==> src/rtl/wb_macros.svh <==
`ifndef WB_MACROS_SVH
`define WB_MACROS_SVH

// store queue
`define WB_QUEUE_DEPTH 4

// entries per register file
`define WB_NUM_REGS 8

// p_op bits that mark a far transfer
`define WB_POP_FAR_JMP  36
`define WB_POP_FAR_CALL 35
`define WB_POP_FAR_RET  32

// even/odd 16-byte fetch line select
`define WB_LINE_BIT 4

// CS position in the segment file
`define WB_CS_INDEX 1

`endif

==> src/rtl/arch_pkg.sv <==
package arch_pkg;

    // general register value
    typedef logic [31:0] gpr_val_t;

    // register or segment index
    typedef logic [2:0] reg_idx_t;

    // segment selector
    typedef logic [15:0] seg_sel_t;

    // instruction pointer or linear address
    typedef logic [31:0] eip_t;

endpackage

==> src/rtl/pipe_pkg.sv <==
package pipe_pkg;

    // one result slot of a retiring instruction
    typedef logic [63:0] slot_data_t;

    // 0 byte, 1 word, 2 dword, 3 qword
    typedef logic [1:0] op_size_t;

    typedef logic [3:0] ie_type_t;

    // micro-op control word
    typedef logic [36:0] p_op_t;

    // {addr[31:0], data[63:0], size[1:0]}
    typedef logic [97:0] wbaq_entry_t;

    // four-phase drain handshake
    typedef enum logic [1:0] {
        idle,
        req,
        wait_release
    } drain_state_t;

endpackage

==> src/rtl/writeback_stage.sv <==
`timescale 1ns/100ps
`include "wb_macros.svh"

module writeback_stage
    import arch_pkg::*;
    import pipe_pkg::*;
(
    input  logic       valid_in,
    input  p_op_t      p_op,
    input  op_size_t   op_size,
    input  slot_data_t slot1_data,
    input  slot_data_t slot2_data,
    input  slot_data_t slot3_data,
    input  slot_data_t slot4_data,
    input  eip_t       slot1_dest,
    input  eip_t       slot2_dest,
    input  eip_t       slot3_dest,
    input  eip_t       slot4_dest,
    input  logic       slot1_is_reg,
    input  logic       slot2_is_reg,
    input  logic       slot3_is_reg,
    input  logic       slot4_is_reg,
    input  logic       slot1_is_seg,
    input  logic       slot2_is_seg,
    input  logic       slot3_is_seg,
    input  logic       slot4_is_seg,
    input  logic       slot1_is_mem,
    input  logic       slot2_is_mem,
    input  logic       slot3_is_mem,
    input  logic       slot4_is_mem,
    input  logic       slot1_wb,
    input  logic       slot2_wb,
    input  logic       slot3_wb,
    input  logic       slot4_wb,
    input  eip_t       eip_in,
    input  logic       br_valid_in,
    input  logic       br_taken_in,
    input  logic       br_correct_in,
    input  eip_t       br_fip,
    input  eip_t       br_fip_p1,
    input  logic       ie_in,
    input  ie_type_t   ie_type_in,
    input  logic       interrupt_in,
    input  logic       full,
    output logic       valid_out,
    output logic       stall,
    output logic [3:0] gpr_ld,
    output logic [3:0] seg_ld,
    output reg_idx_t   dest_idx1,
    output reg_idx_t   dest_idx2,
    output reg_idx_t   dest_idx3,
    output reg_idx_t   dest_idx4,
    output slot_data_t wr_data1,
    output slot_data_t wr_data2,
    output slot_data_t wr_data3,
    output slot_data_t wr_data4,
    output logic       cs_ld,
    output seg_sel_t   cs_sel,
    output logic       push,
    output eip_t       push_addr,
    output slot_data_t push_data,
    output op_size_t   push_size,
    output logic       is_resteer,
    output eip_t       new_eip,
    output eip_t       new_fip_e,
    output eip_t       new_fip_o,
    output logic       final_ie_val,
    output ie_type_t   final_ie_type
);

    logic [3:0] is_mem;
    logic       far_xfer;
    logic       store_present;
    eip_t       target_eip;
    eip_t       fip_al;
    eip_t       fip_p1_al;

    assign is_mem   = {slot4_is_mem, slot3_is_mem, slot2_is_mem, slot1_is_mem};
    assign far_xfer = p_op[`WB_POP_FAR_JMP] | p_op[`WB_POP_FAR_CALL] | p_op[`WB_POP_FAR_RET];

    // stall only matters when a store is actually offered
    assign store_present = valid_in & (|is_mem);
    assign stall         = full & store_present;
    assign valid_out     = valid_in & ~stall;

    assign gpr_ld = {slot4_is_reg & slot4_wb, slot3_is_reg & slot3_wb,
                     slot2_is_reg & slot2_wb, slot1_is_reg & slot1_wb} & {4{valid_out}};
    assign seg_ld = {slot4_is_seg & slot4_wb, slot3_is_seg & slot3_wb,
                     slot2_is_seg & slot2_wb, slot1_is_seg & slot1_wb} & {4{valid_out}};

    assign dest_idx1 = slot1_dest[2:0];
    assign dest_idx2 = slot2_dest[2:0];
    assign dest_idx3 = slot3_dest[2:0];
    assign dest_idx4 = slot4_dest[2:0];

    assign wr_data1 = slot1_data;
    assign wr_data2 = slot2_data;
    assign wr_data3 = slot3_data;
    assign wr_data4 = slot4_data;

    assign cs_ld  = valid_out & far_xfer;
    assign cs_sel = slot1_data[47:32]; // far target selector

    // lowest memory slot wins
    always_comb begin
        push_addr = slot1_dest;
        push_data = slot1_data;
        if (slot1_is_mem) begin
            push_addr = slot1_dest;
            push_data = slot1_data;
        end else if (slot2_is_mem) begin
            push_addr = slot2_dest;
            push_data = slot2_data;
        end else if (slot3_is_mem) begin
            push_addr = slot3_dest;
            push_data = slot3_data;
        end else if (slot4_is_mem) begin
            push_addr = slot4_dest;
            push_data = slot4_data;
        end
    end

    assign push      = valid_out & (|is_mem);
    assign push_size = far_xfer ? 2'd3 : op_size; // far push is cs:eip

    assign target_eip = far_xfer ? slot1_data[31:0] : br_fip;
    assign new_eip    = br_taken_in ? target_eip : eip_in;

    assign fip_al    = {br_fip[31:4], 4'd0};
    assign fip_p1_al = {br_fip_p1[31:4], 4'd0};
    assign new_fip_e = br_fip[`WB_LINE_BIT] ? fip_p1_al : fip_al;
    assign new_fip_o = br_fip[`WB_LINE_BIT] ? fip_al : fip_p1_al;

    assign is_resteer = valid_out & br_valid_in & ~br_correct_in;

    assign final_ie_val  = ie_in | interrupt_in;
    assign final_ie_type = {interrupt_in, ie_type_in[2:0]}; // bit 3 flags external irq

endmodule

==> src/rtl/gpr_file.sv <==
`timescale 1ns/100ps
`include "wb_macros.svh"

module gpr_file
    import arch_pkg::*;
    import pipe_pkg::*;
(
    input  logic       clk,
    input  logic       rst,
    input  logic [3:0] ld,
    input  reg_idx_t   idx1,
    input  reg_idx_t   idx2,
    input  reg_idx_t   idx3,
    input  reg_idx_t   idx4,
    input  slot_data_t data1,
    input  slot_data_t data2,
    input  slot_data_t data3,
    input  slot_data_t data4,
    input  op_size_t   size,
    input  reg_idx_t   rd_idx,
    output gpr_val_t   rd_data
);

    gpr_val_t   regs [`WB_NUM_REGS];
    reg_idx_t   idx_a [4];
    slot_data_t data_a [4];

    assign idx_a  = '{idx1, idx2, idx3, idx4};
    assign data_a = '{data1, data2, data3, data4};

    // partial writes keep the untouched upper bits
    function automatic gpr_val_t merge(gpr_val_t old, slot_data_t val, op_size_t sz);
        gpr_val_t res;
        case (sz)
            2'd0:    res = {old[31:8], val[7:0]};
            2'd1:    res = {old[31:16], val[15:0]};
            default: res = val[31:0]; // qword keeps low dword
        endcase
        return res;
    endfunction

    always_ff @(posedge clk) begin
        if (rst) begin
            for (int r = 0; r < `WB_NUM_REGS; r++) begin
                regs[r] <= '0;
            end
        end else begin
            for (int s = 0; s < 4; s++) begin // later slot overrides
                if (ld[s]) begin
                    regs[idx_a[s]] <= merge(regs[idx_a[s]], data_a[s], size);
                end
            end
        end
    end

    assign rd_data = regs[rd_idx];

endmodule

==> src/rtl/seg_file.sv <==
`timescale 1ns/100ps
`include "wb_macros.svh"

module seg_file
    import arch_pkg::*;
    import pipe_pkg::*;
(
    input  logic       clk,
    input  logic       rst,
    input  logic [3:0] ld,
    input  reg_idx_t   idx1,
    input  reg_idx_t   idx2,
    input  reg_idx_t   idx3,
    input  reg_idx_t   idx4,
    input  slot_data_t data1,
    input  slot_data_t data2,
    input  slot_data_t data3,
    input  slot_data_t data4,
    input  logic       cs_ld,
    input  seg_sel_t   cs_sel,
    input  reg_idx_t   rd_idx,
    output seg_sel_t   rd_data
);

    seg_sel_t   segs [`WB_NUM_REGS];
    reg_idx_t   idx_a [4];
    slot_data_t data_a [4];

    assign idx_a  = '{idx1, idx2, idx3, idx4};
    assign data_a = '{data1, data2, data3, data4};

    always_ff @(posedge clk) begin
        if (rst) begin
            for (int r = 0; r < `WB_NUM_REGS; r++) begin
                segs[r] <= '0;
            end
        end else begin
            for (int s = 0; s < 4; s++) begin
                if (ld[s]) begin
                    segs[idx_a[s]] <= data_a[s][15:0];
                end
            end
            if (cs_ld) begin
                segs[`WB_CS_INDEX] <= cs_sel; // far transfer beats slot writes
            end
        end
    end

    assign rd_data = segs[rd_idx];

endmodule

==> src/rtl/wbaq.sv <==
`timescale 1ns/100ps
`include "wb_macros.svh"

module wbaq
    import arch_pkg::*;
    import pipe_pkg::*;
(
    input  logic       clk,
    input  logic       rst,
    input  logic       push,
    input  eip_t       push_addr,
    input  slot_data_t push_data,
    input  op_size_t   push_size,
    input  logic       mem_ack,
    output logic       full,
    output logic       mem_req,
    output eip_t       mem_addr,
    output slot_data_t mem_data,
    output op_size_t   mem_size
);

    localparam int PTR_W = $clog2(`WB_QUEUE_DEPTH);

    wbaq_entry_t    mem [`WB_QUEUE_DEPTH];
    wbaq_entry_t    head;
    logic [PTR_W-1:0] wr_ptr;
    logic [PTR_W-1:0] rd_ptr;
    logic [PTR_W:0]   count;
    drain_state_t   state;
    drain_state_t   state_nxt;
    logic           do_push;
    logic           pop;

    assign full    = (count == (PTR_W + 1)'(`WB_QUEUE_DEPTH));
    assign do_push = push & ~full;

    always_ff @(posedge clk) begin
        if (do_push) begin
            mem[wr_ptr] <= {push_addr, push_data, push_size};
        end
    end

    // drain handshake on the head entry
    always_comb begin
        state_nxt = state;
        pop       = 1'b0;
        case (state)
            idle: begin
                if (count != '0 && !mem_ack) begin
                    state_nxt = req;
                end
            end
            req: begin
                if (mem_ack) begin
                    state_nxt = wait_release;
                end
            end
            wait_release: begin
                if (!mem_ack) begin // store done on ack release
                    state_nxt = idle;
                    pop       = 1'b1;
                end
            end
            default: state_nxt = idle;
        endcase
    end

    always_ff @(posedge clk) begin
        if (rst) begin
            state  <= idle;
            wr_ptr <= '0;
            rd_ptr <= '0;
            count  <= '0;
        end else begin
            state <= state_nxt;
            if (do_push) begin
                wr_ptr <= (wr_ptr == PTR_W'(`WB_QUEUE_DEPTH - 1)) ? '0 : wr_ptr + 1'b1;
            end
            if (pop) begin
                rd_ptr <= (rd_ptr == PTR_W'(`WB_QUEUE_DEPTH - 1)) ? '0 : rd_ptr + 1'b1;
            end
            case ({do_push, pop})
                2'b10:   count <= count + 1'b1;
                2'b01:   count <= count - 1'b1;
                default: count <= count;
            endcase
        end
    end

    assign head     = mem[rd_ptr];
    assign mem_req  = (state == req);
    assign mem_addr = head[97:66];
    assign mem_data = head[65:2];
    assign mem_size = head[1:0];

endmodule

==> src/rtl/wb_top.sv <==
`timescale 1ns/100ps

module wb_top
    import arch_pkg::*;
    import pipe_pkg::*;
(
    input  logic       clk,
    input  logic       rst,
    input  logic       valid_in,
    input  p_op_t      p_op,
    input  op_size_t   op_size,
    input  slot_data_t slot1_data,
    input  slot_data_t slot2_data,
    input  slot_data_t slot3_data,
    input  slot_data_t slot4_data,
    input  eip_t       slot1_dest,
    input  eip_t       slot2_dest,
    input  eip_t       slot3_dest,
    input  eip_t       slot4_dest,
    input  logic       slot1_is_reg,
    input  logic       slot2_is_reg,
    input  logic       slot3_is_reg,
    input  logic       slot4_is_reg,
    input  logic       slot1_is_seg,
    input  logic       slot2_is_seg,
    input  logic       slot3_is_seg,
    input  logic       slot4_is_seg,
    input  logic       slot1_is_mem,
    input  logic       slot2_is_mem,
    input  logic       slot3_is_mem,
    input  logic       slot4_is_mem,
    input  logic       slot1_wb,
    input  logic       slot2_wb,
    input  logic       slot3_wb,
    input  logic       slot4_wb,
    input  eip_t       eip_in,
    input  logic       br_valid_in,
    input  logic       br_taken_in,
    input  logic       br_correct_in,
    input  eip_t       br_fip,
    input  eip_t       br_fip_p1,
    input  logic       ie_in,
    input  ie_type_t   ie_type_in,
    input  logic       interrupt_in,
    input  reg_idx_t   gpr_rd_idx,
    input  reg_idx_t   seg_rd_idx,
    input  logic       mem_ack,
    output logic       valid_out,
    output logic       stall,
    output logic       is_resteer,
    output eip_t       new_eip,
    output eip_t       new_fip_e,
    output eip_t       new_fip_o,
    output logic       final_ie_val,
    output ie_type_t   final_ie_type,
    output gpr_val_t   gpr_rd_data,
    output seg_sel_t   seg_rd_data,
    output logic       mem_req,
    output eip_t       mem_addr,
    output slot_data_t mem_data,
    output op_size_t   mem_size
);

    logic [3:0] gpr_ld;
    logic [3:0] seg_ld;
    reg_idx_t   dest_idx1;
    reg_idx_t   dest_idx2;
    reg_idx_t   dest_idx3;
    reg_idx_t   dest_idx4;
    slot_data_t wr_data1;
    slot_data_t wr_data2;
    slot_data_t wr_data3;
    slot_data_t wr_data4;
    logic       cs_ld;
    seg_sel_t   cs_sel;
    logic       push;
    eip_t       push_addr;
    slot_data_t push_data;
    op_size_t   push_size;
    logic       full;

    writeback_stage i_stage (
        .valid_in      (valid_in),
        .p_op          (p_op),
        .op_size       (op_size),
        .slot1_data    (slot1_data),
        .slot2_data    (slot2_data),
        .slot3_data    (slot3_data),
        .slot4_data    (slot4_data),
        .slot1_dest    (slot1_dest),
        .slot2_dest    (slot2_dest),
        .slot3_dest    (slot3_dest),
        .slot4_dest    (slot4_dest),
        .slot1_is_reg  (slot1_is_reg),
        .slot2_is_reg  (slot2_is_reg),
        .slot3_is_reg  (slot3_is_reg),
        .slot4_is_reg  (slot4_is_reg),
        .slot1_is_seg  (slot1_is_seg),
        .slot2_is_seg  (slot2_is_seg),
        .slot3_is_seg  (slot3_is_seg),
        .slot4_is_seg  (slot4_is_seg),
        .slot1_is_mem  (slot1_is_mem),
        .slot2_is_mem  (slot2_is_mem),
        .slot3_is_mem  (slot3_is_mem),
        .slot4_is_mem  (slot4_is_mem),
        .slot1_wb      (slot1_wb),
        .slot2_wb      (slot2_wb),
        .slot3_wb      (slot3_wb),
        .slot4_wb      (slot4_wb),
        .eip_in        (eip_in),
        .br_valid_in   (br_valid_in),
        .br_taken_in   (br_taken_in),
        .br_correct_in (br_correct_in),
        .br_fip        (br_fip),
        .br_fip_p1     (br_fip_p1),
        .ie_in         (ie_in),
        .ie_type_in    (ie_type_in),
        .interrupt_in  (interrupt_in),
        .full          (full),
        .valid_out     (valid_out),
        .stall         (stall),
        .gpr_ld        (gpr_ld),
        .seg_ld        (seg_ld),
        .dest_idx1     (dest_idx1),
        .dest_idx2     (dest_idx2),
        .dest_idx3     (dest_idx3),
        .dest_idx4     (dest_idx4),
        .wr_data1      (wr_data1),
        .wr_data2      (wr_data2),
        .wr_data3      (wr_data3),
        .wr_data4      (wr_data4),
        .cs_ld         (cs_ld),
        .cs_sel        (cs_sel),
        .push          (push),
        .push_addr     (push_addr),
        .push_data     (push_data),
        .push_size     (push_size),
        .is_resteer    (is_resteer),
        .new_eip       (new_eip),
        .new_fip_e     (new_fip_e),
        .new_fip_o     (new_fip_o),
        .final_ie_val  (final_ie_val),
        .final_ie_type (final_ie_type)
    );

    gpr_file i_gpr (
        .clk     (clk),
        .rst     (rst),
        .ld      (gpr_ld),
        .idx1    (dest_idx1),
        .idx2    (dest_idx2),
        .idx3    (dest_idx3),
        .idx4    (dest_idx4),
        .data1   (wr_data1),
        .data2   (wr_data2),
        .data3   (wr_data3),
        .data4   (wr_data4),
        .size    (op_size),
        .rd_idx  (gpr_rd_idx),
        .rd_data (gpr_rd_data)
    );

    seg_file i_seg (
        .clk     (clk),
        .rst     (rst),
        .ld      (seg_ld),
        .idx1    (dest_idx1),
        .idx2    (dest_idx2),
        .idx3    (dest_idx3),
        .idx4    (dest_idx4),
        .data1   (wr_data1),
        .data2   (wr_data2),
        .data3   (wr_data3),
        .data4   (wr_data4),
        .cs_ld   (cs_ld),
        .cs_sel  (cs_sel),
        .rd_idx  (seg_rd_idx),
        .rd_data (seg_rd_data)
    );

    wbaq i_wbaq (
        .clk       (clk),
        .rst       (rst),
        .push      (push),
        .push_addr (push_addr),
        .push_data (push_data),
        .push_size (push_size),
        .mem_ack   (mem_ack),
        .full      (full),
        .mem_req   (mem_req),
        .mem_addr  (mem_addr),
        .mem_data  (mem_data),
        .mem_size  (mem_size)
    );

endmodule

==> config.mk <==
export PLATFORM = sky130hd
export DESIGN_NAME = wb_top
export DESIGN_NICKNAME = d
export VERILOG_FILES = /design/src/rtl/arch_pkg.sv /design/src/rtl/pipe_pkg.sv /design/src/rtl/writeback_stage.sv /design/src/rtl/gpr_file.sv /design/src/rtl/seg_file.sv /design/src/rtl/wbaq.sv /design/src/rtl/wb_top.sv
export VERILOG_INCLUDE_DIRS = /design/src /design/src/rtl
export SDC_FILE = /design/constraint.sdc
export NUM_CORES = 2
export LEC_CHECK = 0
export BUFFER_PORTS_ARGS = -buffer_cell sky130_fd_sc_hd__buf_2
export CAP_MARGIN = 10
export CORE_AREA = 2 2 325 327
export DETAILED_ROUTE_END_ITERATION = 8
export DIE_AREA = 0 0 327 329
export PLACE_DENSITY = 0.64
export SLEW_MARGIN = 20
export SYNTH_ARGS = -nofsm -noshare
export SYNTH_HDL_FRONTEND = slang
export SYNTH_SLANG_ARGS = --single-unit
export TNS_END_PERCENT = 20
==> constraint.sdc <==
create_clock -name clk -period 4.5 [get_ports clk]
set_clock_uncertainty 0.15 [all_clocks]
set_input_delay 0.45 -clock clk [delete_from_list [all_inputs] [get_ports clk]]
set_output_delay 0.45 -clock clk [all_outputs]
set_load 0.01 [all_outputs]
==> summary.txt <==
Run status
  • Status: finished, violations left
  • Failing checks: DRC

Critical path
  • Cell Chain, Critical Path: or3b_2 -> o21ai_4 -> nor2_1 -> buf_4 -> a21oi_1 -> nand3_1
  • Type of origin of the critical path: flop
  • Crit-path max cell delay: ~0.87 ns
  • CP delay by family, top: simple AND/OR/NAND/NOR gates
  • Required time of the critical path: between 4 and 5 ns
  • R2R depth: 6
  • Critical path buffers and inverters: 1
  • Data arrival time of the worst path: roughly 4.0 ns
  • CP max-delay cell: a21oi_1
  • Critical setup path kind: flop to flop
  • CP Depth: 6
  • Worst Path Max Fanout: 12
  • CP Capture Type: flop

Hold path
  • Worst hold path depth: 3
  • Worst hold path type: input port to flop

Yosys
  • Unique masters post-synth: slightly below 90
  • Syn avg cell area: ~11 µm²
  • Post-synth ARST share: 0%
  • Post-synth EDFFs: 776
  • Prevailing post-synth register cell: edfxtp_1
  • Sequential area share after synthesis: between 50 and 60%
  • Seq cells post-synth: 787
  • Cell Area, Synth: about 0.046 mm²
  • Synth Instances: 4,281
  • Synth warn: 0

Final layout
  • Final net count: 5,310
  • Most frequent cells in the layout: edfxtp_1 (776), buf_2 (743), nand2_1 (675)
  • Most common cell after layout, fill and taps aside: edfxtp_1
  • FF/Latch Area: approximately 0.024 mm²
  • Layout area overhead: 17.0%
  • Area of the multi-input gates: between 0.02 and 0.025 mm²
  • Fillers: 9,194
  • Post-route insts no fill: 6,233
  • Layout cell share with drive strength beyond 1: a little under 30%

Clocking
  • Total CTS buffers: 88
  • Worst skew pair latency: a little under 0.7 ns
  • Clock transition at the registers of the reported paths: 0.06 ns
  • # H-tree levels: 3
  • Clk sinks: around 790
  • CTS tree: yes
  • Clock buffer depth: 3
  • Root Buffer: clkbuf_16

GRT
  • M3 GR Usage: 11.8%
  • Grt peak-use layer: met2
  • Initial antenna violation count: 40
  • GRT Util Overall: a little over a third
  • GR met2 Demand/Resource: between 50% and 60%
  • Global-route wire length before repair: about 270,000 µm
  • Global routing usage on met1: 44.6%
  • Largest net degree at the start of global routing: slightly below 90
  • Grt ovf: 0
  • Vias in the first global route: about 40,000

Die
  • Die width: 327 µm
  • Core area: between 0.1 and 0.15 mm²
  • Chip height: 329 µm
  • Ports: around 810
  • Initial Util: 44.5%
  • Row count: ~120
  • Die area: between 0.1 and 0.15 mm²

Pwr
  • Sw Share: a little over a quarter
  • P_sw: between 5000 and 6000 µW
  • VDD IR max: 0.242 mV
  • LEAKAGE: approximately 0.019 µW
  • PD cells: approximately 340 mW/mm²
  • Clock Power Share: approximately two fifths
  • Combinational share of power: approximately 15%
  • Reg power frac: ~46%
  • Internal: about 14,000 µW

Placement
  • HPWL Detailed: between 100,000 and 150,000 µm
  • Port Buf Inserts: between 700 and 800
  • Placed Cells: a little over 6,000
  • GPL Wtd Cong: between 0.9 and 1

Route
  • DRT iter0 DRCs: a little under 7,000
  • Via count: about 43,000
  • DR pass1 iterations: 9
  • Drt total wl: 194,000 µm
  • Avg WL per Cell: between 30 and 40 µm
  • # DRC: 33
  • Vias per cell: about 6.8
  • Final ANT Viol Nets: 0

STA
  • Worst-Margin Slew: roughly 1.2 ns
  • RSZ-0062 raised after global routing: false
  • Final worst-path cycle share: 87.5%
  • Setup TNS: 0 ns
  • Fmax: ~250 MHz
  • Fin. Hold Viols: 0
  • Final setup vio count: 0
  • Min Tclk post-route: between 3 and 4 ns
  • Slew HR: 17.6%
  • Final Max Tran Viols: 0

Job
  • Max Cap Viol: 0
## worst paths after layout
kind,start,end,slack (ns)
min,slot1_dest[7],i_wbaq.mem[0][73],0.04
max,i_wbaq.count[0],i_gpr.regs[7][1],0.56
min reg2reg,i_wbaq.state[1],i_wbaq.state[0],0.35
max reg2reg,i_wbaq.count[0],i_gpr.regs[7][1],0.56
## area by class of cell
type,count,area share [%]
sequential,787,43.3
multi-input combinational,2934,38.3
timing repair buffer,924,9.70
clock buffer,102,4.15
tap,1391,3.20
clock inverter,55,1.12
antenna,26,0.120
inverter,14,0.0966
## per-layer routing
metal | part of all wire, % | vias up
li1 | - | 17759
met5 | 0.14 | -
met3 | 15 | 848
met4 | 6.6 | 30
met2 | 43 | 3733
met1 | 35 | 20259
## metrics by stage
stage,hold WS (ns),utilization [%],power [µW],area [µm²],worst slack [ns]
2_1_floorplan,0.302,-,10100,46500,0.485
6_report,0.0420,52.1,18600,54400,0.562
3_5_place_dp,0.335,49.3,11300,51400,0.616
5_1_grt,0.0514,52.1,19000,54400,0.522
4_1_cts,0.00249,52.0,18500,54300,0.758
3_3_place_gp,0.323,49.3,11300,51400,0.655
## power groups by stage
stage | Combinational [µW] | Clock, µW | Sequential, µW
4_1_cts | 2660 | 7330 | 8530
3_5_place_dp | 2650 | 0 | 8680
2_1_floorplan | 1450 | 0 | 8650
5_1_grt | 2850 | 7610 | 8550
3_3_place_gp | 2630 | 0 | 8670
6_report | 2740 | 7290 | 8530
## flip-flops by register name, summed over array words and instances, names as in the netlist, named ones only
register and cells:
i_wbaq.mem 392, i_gpr.regs 256, i_seg.segs 128, i_wbaq.count 3
i_wbaq.rd_ptr 2, i_wbaq.state 2, i_wbaq.wr_ptr 2
## synth_stat cells, types with 11 or more instances
cell / count / area [µm²]
mux4_2: 194 / 4370
a22oi_1: 111 / 833
nand2_1: 675 / 2530
nor2b_1: 30 / 188
buf_1: 68 / 255
nand3_1: 133 / 666
o22ai_1: 126 / 788
clkbuf_1: 393 / 1480
xor2_1: 12 / 105
and3_1: 15 / 93.8
mux2_2: 102 / 1150
edfxtp_1: 776 / 23300
dfxtp_1: 11 / 220
nor3_1: 23 / 115
buf_2: 71 / 355
inv_1: 14 / 52.6
nand4_1: 29 / 181
o221ai_1: 153 / 1340
a221oi_1: 67 / 587
o31ai_1: 25 / 188
a22o_1: 19 / 166
a21oi_1: 223 / 1120
buf_4: 19 / 143
nor2_1: 223 / 837
a221o_1: 68 / 681
a31oi_1: 233 / 1460
o21ai_0: 272 / 1360
and2_1: 15 / 93.8
## cell families (layout without fill, tap and decap cells)
logic type | count (synthesis) | after routing | synth area share (%)
AO/OA/AOI/OAI | 1371 | 1371 | 20.0
AND/OR/NAND/NOR | 1229 | 1229 | 11.9
flip-flops | 787 | 787 | 50.6
buffers and inverters | 567 | 1095 | 4.96
multiplexers | 298 | 298 | 11.9
XOR/XNOR | 21 | 21 | 0.396
adder cells (fa/ha/maj) | 7 | 7 | 0.205
other | 1 | 34 | 0.00807
## repair_timing
action / 4_1_cts / 5_1_grt
setup buffers: 0 / 0
setup endpoints to repair: 0 / 0
endpoints found under the hold margin: 10 / 0
gates resized for setup: 0 / 0
hold buffers: 3 / 0
## tightest hold or removal path, cell delays in order
cell	delay (ns)
buf_2	0.07
nand2_1	0.03
o21ai_0	0.16
No activity file was read; power rests on OpenSTA's default activity.
